<file path="config.mk">
export PLATFORM = sky130hd
export DESIGN_NAME = cpu_bus_arbiter
export DESIGN_NICKNAME = d
export VERILOG_FILES = /design/src/verilog/cpu_pkg.sv /design/src/verilog/cpu_bus_arbiter.sv
export SDC_FILE = /design/constraint.sdc
export NUM_CORES = 1
export LEC_CHECK = 0
export BUFFER_PORTS_ARGS = -buffer_cell sky130_fd_sc_hd__buf_2
export CAP_MARGIN = 20
export CORE_AREA = 2 2 103 105
export CTS_BUF_LIST = sky130_fd_sc_hd__clkbuf_8
export DETAILED_ROUTE_END_ITERATION = 7
export DIE_AREA = 0 0 105 107
export SYNTH_ARGS = -nofsm -noshare
export SYNTH_HDL_FRONTEND = slang
export SYNTH_SLANG_ARGS = --single-unit
export TNS_END_PERCENT = 30
</file>
<file path="constraint.sdc">
create_clock -name i_clock -period 2.09 [get_ports i_clock]
set_input_delay 0.418 -clock i_clock [delete_from_list [all_inputs] [get_ports i_clock]]
set_output_delay 0.418 -clock i_clock [all_outputs]
set_load 0.05 [all_outputs]
</file>
<file path="src/verilog/cpu_pkg.sv">
// Shared bus word, bus owner and width definitions for the memory subsystem.
`default_nettype none

package cpu_pkg;

	// Width of one bus word in bits.
	localparam int WORD_BITS = 32;

	// Byte offset bits below the word address.
	localparam int BYTE_OFFSET_BITS = 2;

	// One bus word, used for addresses and data alike.
	typedef logic [WORD_BITS-1:0] word_t;

	// Current owner of the shared memory bus.
	typedef enum logic [1:0] {
		BUS_OWNER_NONE  = 2'd0,
		BUS_OWNER_FETCH = 2'd1,
		BUS_OWNER_DATA  = 2'd2
	} bus_owner_t;

endpackage

`default_nettype wire
</file>
<file path="src/verilog/cpu_bus_arbiter.sv">
// Fixed-priority arbiter putting fetch and data requests onto one memory bus.
`default_nettype none
`timescale 1ns/1ps

module cpu_bus_arbiter import cpu_pkg::*; (
	input  logic  i_clock,
	input  logic  i_reset,

	// Fetch requester, read only.
	input  logic  i_fetch_request,
	input  word_t i_fetch_address,
	output logic  o_fetch_ready,
	output word_t o_fetch_rdata,

	// Data requester.
	input  logic  i_data_request,
	input  logic  i_data_write,
	input  word_t i_data_address,
	input  word_t i_data_wdata,
	output logic  o_data_ready,
	output word_t o_data_rdata,

	// Memory side.
	output logic  o_mem_request,
	output logic  o_mem_write,
	output word_t o_mem_address,
	output word_t o_mem_wdata,
	input  logic  i_mem_ready,
	input  word_t i_mem_rdata
);

	bus_owner_t owner;

	// Data wins when both ask in the same idle cycle.
	always_ff @(posedge i_clock) begin
		if (i_reset) begin
			owner <= BUS_OWNER_NONE;
		end else if (owner == BUS_OWNER_NONE) begin
			if (i_data_request) begin
				owner <= BUS_OWNER_DATA;
			end else if (i_fetch_request) begin
				owner <= BUS_OWNER_FETCH;
			end
		end else if (i_mem_ready) begin
			owner <= BUS_OWNER_NONE;
		end
	end

	always_comb begin
		o_mem_request = 1'b0;
		o_mem_write   = 1'b0;
		o_mem_address = i_data_address;
		o_mem_wdata   = i_data_wdata;
		case (owner)
			BUS_OWNER_DATA: begin
				o_mem_request = i_data_request;
				o_mem_write   = i_data_write;
			end
			BUS_OWNER_FETCH: begin
				o_mem_request = i_fetch_request;
				o_mem_address = i_fetch_address;
			end
			default: ;
		endcase
	end

	// Ready goes only to the current owner.
	assign o_fetch_ready = (owner == BUS_OWNER_FETCH) && i_mem_ready;
	assign o_data_ready  = (owner == BUS_OWNER_DATA) && i_mem_ready;
	assign o_fetch_rdata = i_mem_rdata;
	assign o_data_rdata  = i_mem_rdata;

endmodule

`default_nettype wire

</file>
== Yosys cells after proc, flatten, opt, wreduce, memory -nomap -nowiden ==
Cells that the tools add are included.

* Add/sub/neg operators: 0
* Multiply operators: 0
* Div/mod/pow operators: 0
* $lt $le $gt $ge: 0
* Eq/ne operators: 3
* Shifts and indexed selects: 0
* Multiplexer cells: 7
* Bitwise logic cells: 0
* Reductions and logical operators: 5

{| class="wikitable"
|+ Operators with widths
! cell !! number
|-
| 2-to-1 mux 32 bit || 1
|-
| 2-to-1 mux 2 bit || 4
|-
| != test 3 bit, second input constant || 1
|-
| == test 2 x 1 -> 1 bit, second input constant || 1
|-
| == test 2 bit, second input constant || 1
|-
| logical AND 1 bit || 2
|-
| zero test 2 bit || 1
|-
| case mux 1 bit (2 select lines) || 1
|-
| AND reduction 2 bit || 1
|-
| nonzero test 2 bit || 1
|-
| 2-to-1 mux 1 bit || 1
|}

* Register bits after elaboration: 2
* Latch bits: 0
* Bits in writable memories: 0
* Memory bits (read-only): 0
* Input bits: 134
* Output and inout port bits: 132
* Memories kept: 0

== Depth between registers and ports, before layout ==
Gate-level depths: netlist of the first run.

* Depth after elaboration: 3
* Mapped depth: 5

== Worst setup path after synthesis of the first run ==
No wires, ideal clock.

* Path type: register to output
* Start: register owner[0]
* End: output o_mem_request
* Arrival time: 1.375 ns
* Data required time: 1.672 ns
* Path slack: 0.297 ns
* Stages on the path, launching flop included: 4
* Cells stage by stage: dfxtp_1 > inv_1 > ha_1 > nor2b_1

* Cells in the longest elaborated chain, start to end: 2

{| class="wikitable"
|+ Ends and longest elaborated chain
! element !! line !! RTL
|-
| from (decl) || cpu_bus_arbiter.sv:32 || <nowiki>bus_owner_t owner;</nowiki>
|-
| from (signal assigned) || cpu_bus_arbiter.sv:37 || <nowiki>owner <= BUS_OWNER_NONE;</nowiki>
|-
| from (signal assigned) || cpu_bus_arbiter.sv:40 || <nowiki>owner <= BUS_OWNER_DATA;</nowiki>
|-
| from (signal assigned) || cpu_bus_arbiter.sv:42 || <nowiki>owner <= BUS_OWNER_FETCH;</nowiki>
|-
| == test 2 x 1 -> 1 bit or == test 2 bit (tied branches) || cpu_bus_arbiter.sv:54 || <nowiki>case (owner)</nowiki>
|-
| case mux 1 bit (2 select lines) (*) || cpu_bus_arbiter.sv:54 ||
|-
| to (decl) || cpu_bus_arbiter.sv:24 || <nowiki>output logic o_mem_request,</nowiki>
|}

Mark *: on every way between the ends. The rest lies on a longest branch, timed or not.

== Worst setup path in the final report of the first run ==
* Start: register owner[1]
* End: output o_mem_address[4]

* Cells in the longest elaborated chain, start to end: 2

{| class="wikitable"
|+ Ends and longest elaborated chain
! element !! line !! RTL
|-
| == test 2 x 1 -> 1 bit || cpu_bus_arbiter.sv:54 ||
|-
| 2-to-1 mux 32 bit || cpu_bus_arbiter.sv:54 ||
|-
| to (decl) || cpu_bus_arbiter.sv:26 || <nowiki>output word_t o_mem_address,</nowiki>
|}

Every way passes these cells.

==> results.md, run 1 <==
* Post-CTS Hold Buffers at 0
* Die Width at 105 um
* ANT nets after route at 0
* Initial detailed-routing violation count at 19
* Final layout net count at 301
* Die Y at 107 um
* Main synth FF type: dfxtp_1
* Die footprint at ~11000 um2
* Synth top cells by count: buf_4 (96), mux2_4 (30), buf_6 (4), ha_1 (4), and2_1 (3)
* Clock power share at 22.1%
* Hold_sp: i_reset
* Ys Warns at 0
* Reg power frac at between 6 and 7%
* Initial core utilization at around 14%
* Worst Hold Endpoint: owner[0]
* Congestion Overflow GR at 0
* Ant diodes at 0
* Psw at 327 uW
* Layout Skew at ~0.000055 ns
* Io pins at 266
* Cell with the most instances after synthesis: buf_4
* Synth top area share at 50.6%
* Synthesis-to-finish area growth at 2.02%
* Pleak at 0.754 nW
* Hpwl dp at 2860 um
* FP Rows at 37
* CORE AREA at 10100 um2
* PortBufs at about 110
* Max FFs per register at 2
* Status: finished clean
* GP Congestion at 0.590
* Clk_lat worst skew at 0.21 ns
* Total negative setup slack at 0 ns
* FMAX at 0.499 GHz
* Arrival time worst endpoint at ~1.6 ns
* Switching share of total power at 48.3%
* Vias/cell at 3.22
* DR vias at 955
* Yosys cell types at 14
* PD cells at 466 nW/um2
* Mapped Avg Cell Area at 9.44 um2
* GRT met2 Usage at 8.81%
* Max-slew headroom at 81.3%
* First-pass GRT wire length at 4260 um
* CTS root buffer: clkbuf_8
* Period utilization at roughly 96%
* Setup Viol. Count Final at 0
* Gr busiest metal: met2
* Fillers at 1146
* R2r startpoint: owner[0]
* Largest Register: owner
* Worst vdd ir at 0.000134 V
* Fin. Hold Viols at 0
* Largest net degree at the start of global routing at 33
* Post-Syn Instances at 151
* Final max-slew violation count at 0
* H-tree Lvls at 1
* Setup crit start kind: flop
* Mapped cell area at about 1400 um2
* Final min period at around 2.0 ns
* Clock Tree Buf Depth at 2
* GRT met3 Usage at 3.95%
* Worst-Margin Slew at around 0.28 ns
* Largest area contributor in the synthesized netlist: buf_4
* Internal power at 350 uW
* WP data required at 1.67 ns
* CP max FO at 16
* Layout cell share with drive strength beyond 1 at between 80% and 90%
* R2r endpoint: owner[1]
* Worst setup EP type: output port
* Top post-synthesis cells by area: buf_4 (51%), mux2_4 (32%), ha_1 (3.5%)
* FFs w/ async S/R, synth at 0%
* Hold path depth at 2
* Global Route Usage Sum at 4.96%
* CTS Buf Count at 3
* Syn Nets at 289
* Top flop regs: owner: 2 flops
* Crit path kind: reg2out
* Worst hold slack at 0.450 ns
* Drt first pass iters at 2
* GR Util met1 at around 3.2%
* Register area share after synthesis at 2.81%
* CTS Sinks at 2
* Clock slew at reported path FFs at 0.03 ns
* Avg WL per Cell at 11.3 um
* TritonCTS clock tree: built
* Combinational fraction of design power at 71.3%
* Reg2reg setup slack at 0.69 ns
* Min-delay worst type: in2reg
* Initial antenna violation count at 0
* # DRC at 0
* Maximum capacitance violations at 0
* Final wirelength at 3340 um
* RSZ-0062 raised after global routing: no
* Yosys reg bits at 2
* Post-synth EDFFs at 0
* Vias in the first global route at 939
* Reg2Reg Depth at 4
==> worst max-delay path by stage <==
stage	start	endpoint	slack (ns)	cells after the start
2_1_floorplan	owner[0]	o_mem_request	0.30	3
3_5_place_dp	owner[1]	o_mem_address[31]	0.23	5
6_report	owner[1]	o_mem_address[4]	0.09	5
3_3_place_gp	owner[1]	o_mem_address[31]	0.27	5
5_1_grt	owner[1]	o_mem_address[0]	0.03	5
4_1_cts	owner[1]	o_mem_address[31]	0.002	5
==> critical path: stages (launching register included) <==
cell	delay (ns)
dfxtp_1	0.30
inv_1	0.14
ha_4	0.20
clkbuf_16	0.21
mux2_4	0.31
buf_2	0.21
==> area by class of cell <==
class / count / area (um2) / area share, %
tap: 136 / 170 / 11.7
sequential: 2 / 40.0 / 2.75
multi-input combinational: 47 / 624 / 42.9
clock buffer: 3 / 41.3 / 2.84
timing repair buffer: 107 / 571 / 39.2
inverter: 2 / 7.51 / 0.516
==> per-stage QoR <==
stage / cells / setup slack [ns] / power [mW] / instance area (um2) / utilization, %
after floorplan: 151 / 0.297 / 0.895 / 1430 / -
after global placement: 293 / 0.268 / 0.514 / 1380 / 13.6
after detailed placement: 293 / 0.228 / 0.522 / 1380 / 13.6
after CTS: 296 / 0.00162 / 0.678 / 1420 / 14.1
after global routing: 297 / 0.0253 / 0.706 / 1450 / 14.4
final: 297 / 0.0861 / 0.678 / 1450 / 14.4
==> power by group through the flow <==
stage / Sequential, mW / Clock, mW / Combinational, mW
3_3_place_gp: 0.0444 / 0 / 0.470
5_1_grt: 0.0454 / 0.155 / 0.506
3_5_place_dp: 0.0448 / 0 / 0.478
4_1_cts: 0.0443 / 0.155 / 0.478
2_1_floorplan: 0.0442 / 0 / 0.850
6_report: 0.0450 / 0.150 / 0.483
==> cell families (layout without fill, tap and decap cells) <==
kind of cell               count (synthesis)  count (layout)  synth area share (%)
muxes                                     34              34                  34.8
and+or+nand+nor                            6               6                  3.07
AOI/OAI and AO/OA                          3               3                  1.58
buffers and inverters                    102             112                  54.3
adders and majority gates                  4               4                  3.51
DFF                                        2               2                  2.81
==> layout by cell type, fill, tap and decap left out, types with 2 or more instances in the layout <==
cell and count:
buf_2 105, mux2_4 30, and2_1 3, ha_1 3, clkbuf_8 3, inv_1 2
mux2_2 2, mux2_1 2, o31ai_1 2, dfxtp_1 2
==> metal layers <==
metal	vias up	routed length (um)
li1	417	-
met1	402	975
met2	117	1610
met3	19	636
met4	0	119
met5	-	0
==> repair_timing <==
action                     in CTS  in global routing
resized for setup               0                  1
setup buffers                   0                  0
setup endpoints to repair       0                 27
Power figures use the tool's default switching activity.
==> run 2, diff against run 1 <==
--- a/config.mk
+++ b/config.mk
@@ -7,10 +7,12 @@
 export LEC_CHECK = 0
 export BUFFER_PORTS_ARGS = -buffer_cell sky130_fd_sc_hd__buf_2
 export CAP_MARGIN = 20
-export CORE_AREA = 2 2 103 105
+export CELL_PAD_IN_SITES_DETAIL_PLACEMENT = 1
+export CELL_PAD_IN_SITES_GLOBAL_PLACEMENT = 2
+export CORE_UTILIZATION = 12
 export CTS_BUF_LIST = sky130_fd_sc_hd__clkbuf_8
 export DETAILED_ROUTE_END_ITERATION = 7
-export DIE_AREA = 0 0 105 107
+export PLACE_DENSITY_LB_ADDON = 0.1
 export SYNTH_ARGS = -nofsm -noshare
 export SYNTH_HDL_FRONTEND = slang
 export SYNTH_SLANG_ARGS = --single-unit
==> results.md, run 2 (synthesis gave the netlist of run 1 again) <==
* Final wirelength at roughly 5100 um
* GP Congestion at 0.668
* FP Rows at 39
* Largest net degree at the start of global routing at 18
* Ant diodes at 0
* CTS Sinks at 2
* Gr busiest metal: met2
* Commonest non-fill, non-tap cell in the layout: buf_2
* CTS root buffer: clkbuf_8
* PortBufs at about 110
* Max FFs per register at 2
* Crit path kind: reg2out
* CP max FO at 17
* Initial detailed-routing violation count at 41
* Period utilization at 96.1%
* Most frequent cells in the layout: buf_2 (105), mux2_4 (30), and2_1 (3), ha_1 (3), clkbuf_8 (3)
* Layout Skew at 0.000441 ns
* Final max-slew violation count at 0
* GR Util met1 at 7.37%
* Congestion Overflow GR at 0
* RSZ-0062 raised after global routing: no
* Die Width at 111 um
* Setup crit start kind: flop
* DR vias at 941
* Vias/cell at 3.10
* Synthesis-to-finish area growth at 2.28%
* Failing checks: design-rule violations
* # DRC at 15
* Arrival time worst endpoint at between 1.5 and 2 ns
* Tot Pwr at slightly below 700 uW
* Max-slew headroom at 82.0%
* Global Route Usage Sum at around 8%
* Fillers at ~1400
* Initial antenna violation count at 0
* CTS Buf Count at 3
* Worst setup EP type: output port
* Pleak at 0.751 nW
* Post-CTS Hold Buffers at 0
* Largest Register: owner
* Total negative setup slack at 0 ns
* Clock Tree Buf Depth at 2
* Fin. Hold Viols at 0
* Layout cell share with drive strength beyond 1 at 88.8%
* GRT met3 Usage at 3.34%
* Vias in the first global route at 1107
* GRT met2 Usage at 14.9%
* WP data required at 1.67 ns
* Clock slew at reported path FFs at approximately 0.030 ns
* Core Util, Final at 12.7%
* Top flop regs: owner: 2 flops
* Placed cells at ~300
* Min-delay worst type: in2reg
* Final min period at 2.01 ns
* Worst-Margin Slew at 0.272 ns
* Final layout net count at around 300
* Initial core utilization at 12.4%
* Setup Viol. Count Final at 0
* Hpwl dp at around 4600 um
* CORE AREA at 11500 um2
* PD cells at roughly 470 nW/um2
* Die footprint at 12300 um2
* TritonCTS clock tree: built
* Maximum capacitance violations at 0
* Io pins at between 200 and 300
* First-pass GRT wire length at 7290 um
* Avg WL per Cell at ~17 um
* Clk_lat worst skew at 0.21 ns
* Worst vdd ir at 0.0000910 V
* H-tree Lvls at 1
* Non-filler instance count after layout at roughly 300
* Drt first pass iters at 7
* Die Y at ~110 um
* FMAX at 0.498 GHz
* ANT nets after route at 0
* Status: finished, violations left
## run 2: cell types whose count changed in the layout (fill, tap and decap cells not counted)
cell / change
buf_12: +1
clkbuf_16: -1
## run 2: path summary, 6_finish.rpt
check,startpoint,endpoint,slack [ns],depth (start not counted)
worst max-delay path,owner[1],o_mem_address[0],0.08,5
worst min-delay path,i_reset,owner[0],0.45,2
worst min register to register,owner[0],owner[0],0.60,2
worst max register to register,owner[0],owner[1],0.65,4
## run 2: cell type report
cell class                      instances  area [um2]  share of cell area (%)
Clock buffer                            3        41.3                    2.83
Inverter                                2        7.51                   0.515
Multi-Input combinational cell         47         624                    42.8
Sequential cell                         2        40.0                    2.75
Tap cell                              143         179                    12.3
Timing Repair Buffer                  107         566                    38.8
## run 2: power by group
group | switching, mW | leakage (nW) | internal, mW | total (mW)
registers | 0.00327 | 0.0165 | 0.0420 | 0.0453
clock network | 0.0314 | 0.0216 | 0.122 | 0.153
logic | 0.306 | 0.713 | 0.186 | 0.493
total | 0.341 | 0.751 | 0.350 | 0.691
## run 2: per-layer routing
layer / wire length, um / vias to the layer above
met2: 2730 / 79
met4: 118 / 0
met5: 0 / -
met3: 556 / 25
li1: - / 416
met1: 1650 / 421
## run 2: worst max-delay path, stage by stage, from the launching register on
cell     delay, ns
dfxtp_1       0.31
inv_1         0.15
ha_4          0.19
buf_12        0.18
mux2_2        0.34
buf_2         0.21
## run 2: per-stage QoR
step / setup slack, ns / cell area [um2] / hold slack (ns)
floorplan: 0.297 / 1430 / 0.508
global placement: 0.274 / 1410 / 0.542
detailed placement: 0.238 / 1410 / 0.563
CTS: 0.0112 / 1450 / 0.450
global route: 0.00657 / 1460 / 0.468
finish: 0.0813 / 1460 / 0.450
## run 2: timing repair
item / in CTS / in global routing
resized for setup: 0 / 1
buffers inserted: 0 / 0
setup endpoints to repair: 0 / 32
==> run 3, diff against run 2 <==
--- a/config.mk
+++ b/config.mk
@@ -9,10 +9,10 @@
 export CAP_MARGIN = 20
 export CELL_PAD_IN_SITES_DETAIL_PLACEMENT = 1
 export CELL_PAD_IN_SITES_GLOBAL_PLACEMENT = 2
-export CORE_UTILIZATION = 12
-export CTS_BUF_LIST = sky130_fd_sc_hd__clkbuf_8
+export CORE_UTILIZATION = 11
+export CTS_BUF_LIST = sky130_fd_sc_hd__clkbuf_4 sky130_fd_sc_hd__clkbuf_8 sky130_fd_sc_hd__clkbuf_16
 export DETAILED_ROUTE_END_ITERATION = 7
-export PLACE_DENSITY_LB_ADDON = 0.1
+export PLACE_DENSITY = 0.85
 export SYNTH_ARGS = -nofsm -noshare
 export SYNTH_HDL_FRONTEND = slang
 export SYNTH_SLANG_ARGS = --single-unit
==> results.md, run 3 (synthesis gave the netlist of run 1 again) <==
* Drt first pass iters at 3
* GR Util met1 at under 10%
* TritonCTS clock tree: built
* Die footprint at 13400 um2
* Avg WL per Cell at 11.4 um
* PortBufs at between 100 and 150
* Synthesis-to-finish area growth at 7.20%
* Global Route Usage Sum at 4.69%
* Clk_lat worst skew at 0.22 ns
* Layout Skew at 0.00463 ns
* Most frequent cells in the layout: buf_2 (103), mux2_4 (30), clkbuf_16 (4)
* Reg2reg setup slack at 0.75 ns
* Hpwl dp at 3250 um
* Min-delay worst type: in2reg
* Max FFs per register at 2
* Clock slew at reported path FFs at 0.03 ns
* Fin. Hold Viols at 0
* Setup Viol. Count Final at 0
* WP data required at 1.67 ns
* Worst Hold Endpoint: owner[0]
* PD cells at 539 nW/um2
* Vias/cell at 2.88
* Commonest non-fill, non-tap cell in the layout: buf_2
* Clock Tree Buf Depth at 2
* Fillers at 1536
* GP Congestion at 0.624
* DR vias at between 900 and 1000
* Placed cells at roughly 330
* RSZ-0062 raised after global routing: no
* Worst setup EP type: output port
* R2r startpoint: owner[0]
* CTS root buffer: clkbuf_16
* Critical Path, Cell by Cell: inv_2, ha_2, clkbuf_16, mux2_4, buf_2
* Initial antenna violation count at 0
* ANT nets after route at 0
* CTS Buf Count at 3
* Congestion Overflow GR at 0
* Hold_sp: i_reset
* Largest Register: owner
* Layout cell share with drive strength beyond 1 at 89.4%
* Final wirelength at 3800 um
* Period utilization at 97.1%
* CP max stage delay at 0.32 ns
* Status: finished clean
* Ant diodes at 0
* Die Y at 116 um
* Crit path kind: reg2out
* Gr busiest metal: met2
* Die Width at between 100 and 150 um
* Final min period at between 2 and 2.5 ns
* Io pins at 266
* Worst path slowest cell: dfxtp_1
* FMAX at ~0.49 GHz
* Largest net degree at the start of global routing at 33
* CORE AREA at 12600 um2
* Worst vdd ir at roughly 0.00022 V
* Reg2Reg Depth at 4
* GRT met2 Usage at 8.02%
* # DRC at 0
* Vias in the first global route at 915
* Initial detailed-routing violation count at 10
* First-pass GRT wire length at 4510 um
* CP max FO at 16
* Maximum capacitance violations at 0
* FP Rows at 41
* Max-slew headroom at 81.5%
* Arrival time worst endpoint at 1.61 ns
* Tot Pwr at 823 uW
* Final layout net count at 301
* Top flop regs: owner: 2 flops
* CTS Sinks at 2
* Non-filler instance count after layout at between 300 and 400
* Setup crit start kind: flop
* Pleak at 0.769 nW
* H-tree Lvls at 1
* R2r endpoint: owner[1]
* Hold path depth at 2
* Total negative setup slack at 0 ns
* Initial core utilization at between 10% and 20%
* Worst-Margin Slew at 0.280 ns
* Final max-slew violation count at 0
* GRT met3 Usage at 3.19%
## run 3: cell types whose count changed in the layout (fill, tap and decap cells not counted), moves of 2 or more
cell,previous run,this run
clkbuf_16,0,4
clkbuf_8,3,0
buf_2,105,103
buf_4,0,2
## run 3: how the worst max path moves through the flow
stage | end | slack, ns | cells after the start | from
6_report | o_mem_address[27] | 0.06 | 5 | owner[1]
5_1_grt | o_mem_address[0] | 0.002 | 5 | owner[1]
4_1_cts | o_mem_address[31] | 0.03 | 5 | owner[1]
3_5_place_dp | o_mem_address[0] | 0.21 | 5 | owner[1]
3_3_place_gp | o_mem_address[0] | 0.25 | 5 | owner[1]
2_1_floorplan | o_mem_request | 0.30 | 3 | owner[0]
## run 3: per-layer routing
metal	vias up	share of wire, %	wire length (um)
met4	0	3.0	114
li1	419	-	-
met2	111	43	1640
met1	411	34	1300
met3	18	20	747
met5	-	0	0
## run 3: metrics by stage
stage | worst slack, ns | utilization (%) | hold WS (ns) | cell area [um2]
after floorplan | 0.297 | - | 0.508 | 1430
after global placement | 0.254 | 11.3 | 0.529 | 1420
after detailed placement | 0.207 | 11.3 | 0.567 | 1420
after CTS | 0.0277 | 11.9 | 0.427 | 1500
after global routing | 0.00210 | 12.1 | 0.444 | 1530
final | 0.0614 | 12.1 | 0.434 | 1530
## run 3: area by class of cell
type                    count  area, um2  share of cell area, %
well taps                 172        215                   14.1
clock buffers               3       75.1                   4.91
repair buffers            107        576                   37.7
flip-flops and latches      2       40.0                   2.62
inverters                   2       7.51                  0.491
multi-input cells          47        614                   40.2
## run 3: power breakdown
group / internal, mW / switching [mW] / total, mW
logic: 0.188 / 0.298 / 0.485
clock network: 0.244 / 0.0489 / 0.293
registers: 0.0420 / 0.00302 / 0.0450
total: 0.473 / 0.349 / 0.823
## run 3: what timing repair did
action | in CTS | in global routing
cloned | 0 | 1
hold buffers | 0 | 0
setup endpoints to repair | 11 | 14
gates resized for setup | 3 | 0
buffers inserted | 0 | 0
## run 3: worst max-delay path, delay by kind of cell, from the launching register on
kind                       cells  cell delay [ns]
muxes                          1             0.30
adders and majority gates      1             0.24
buffers and inverters          3             0.52
DFF                            1             0.32
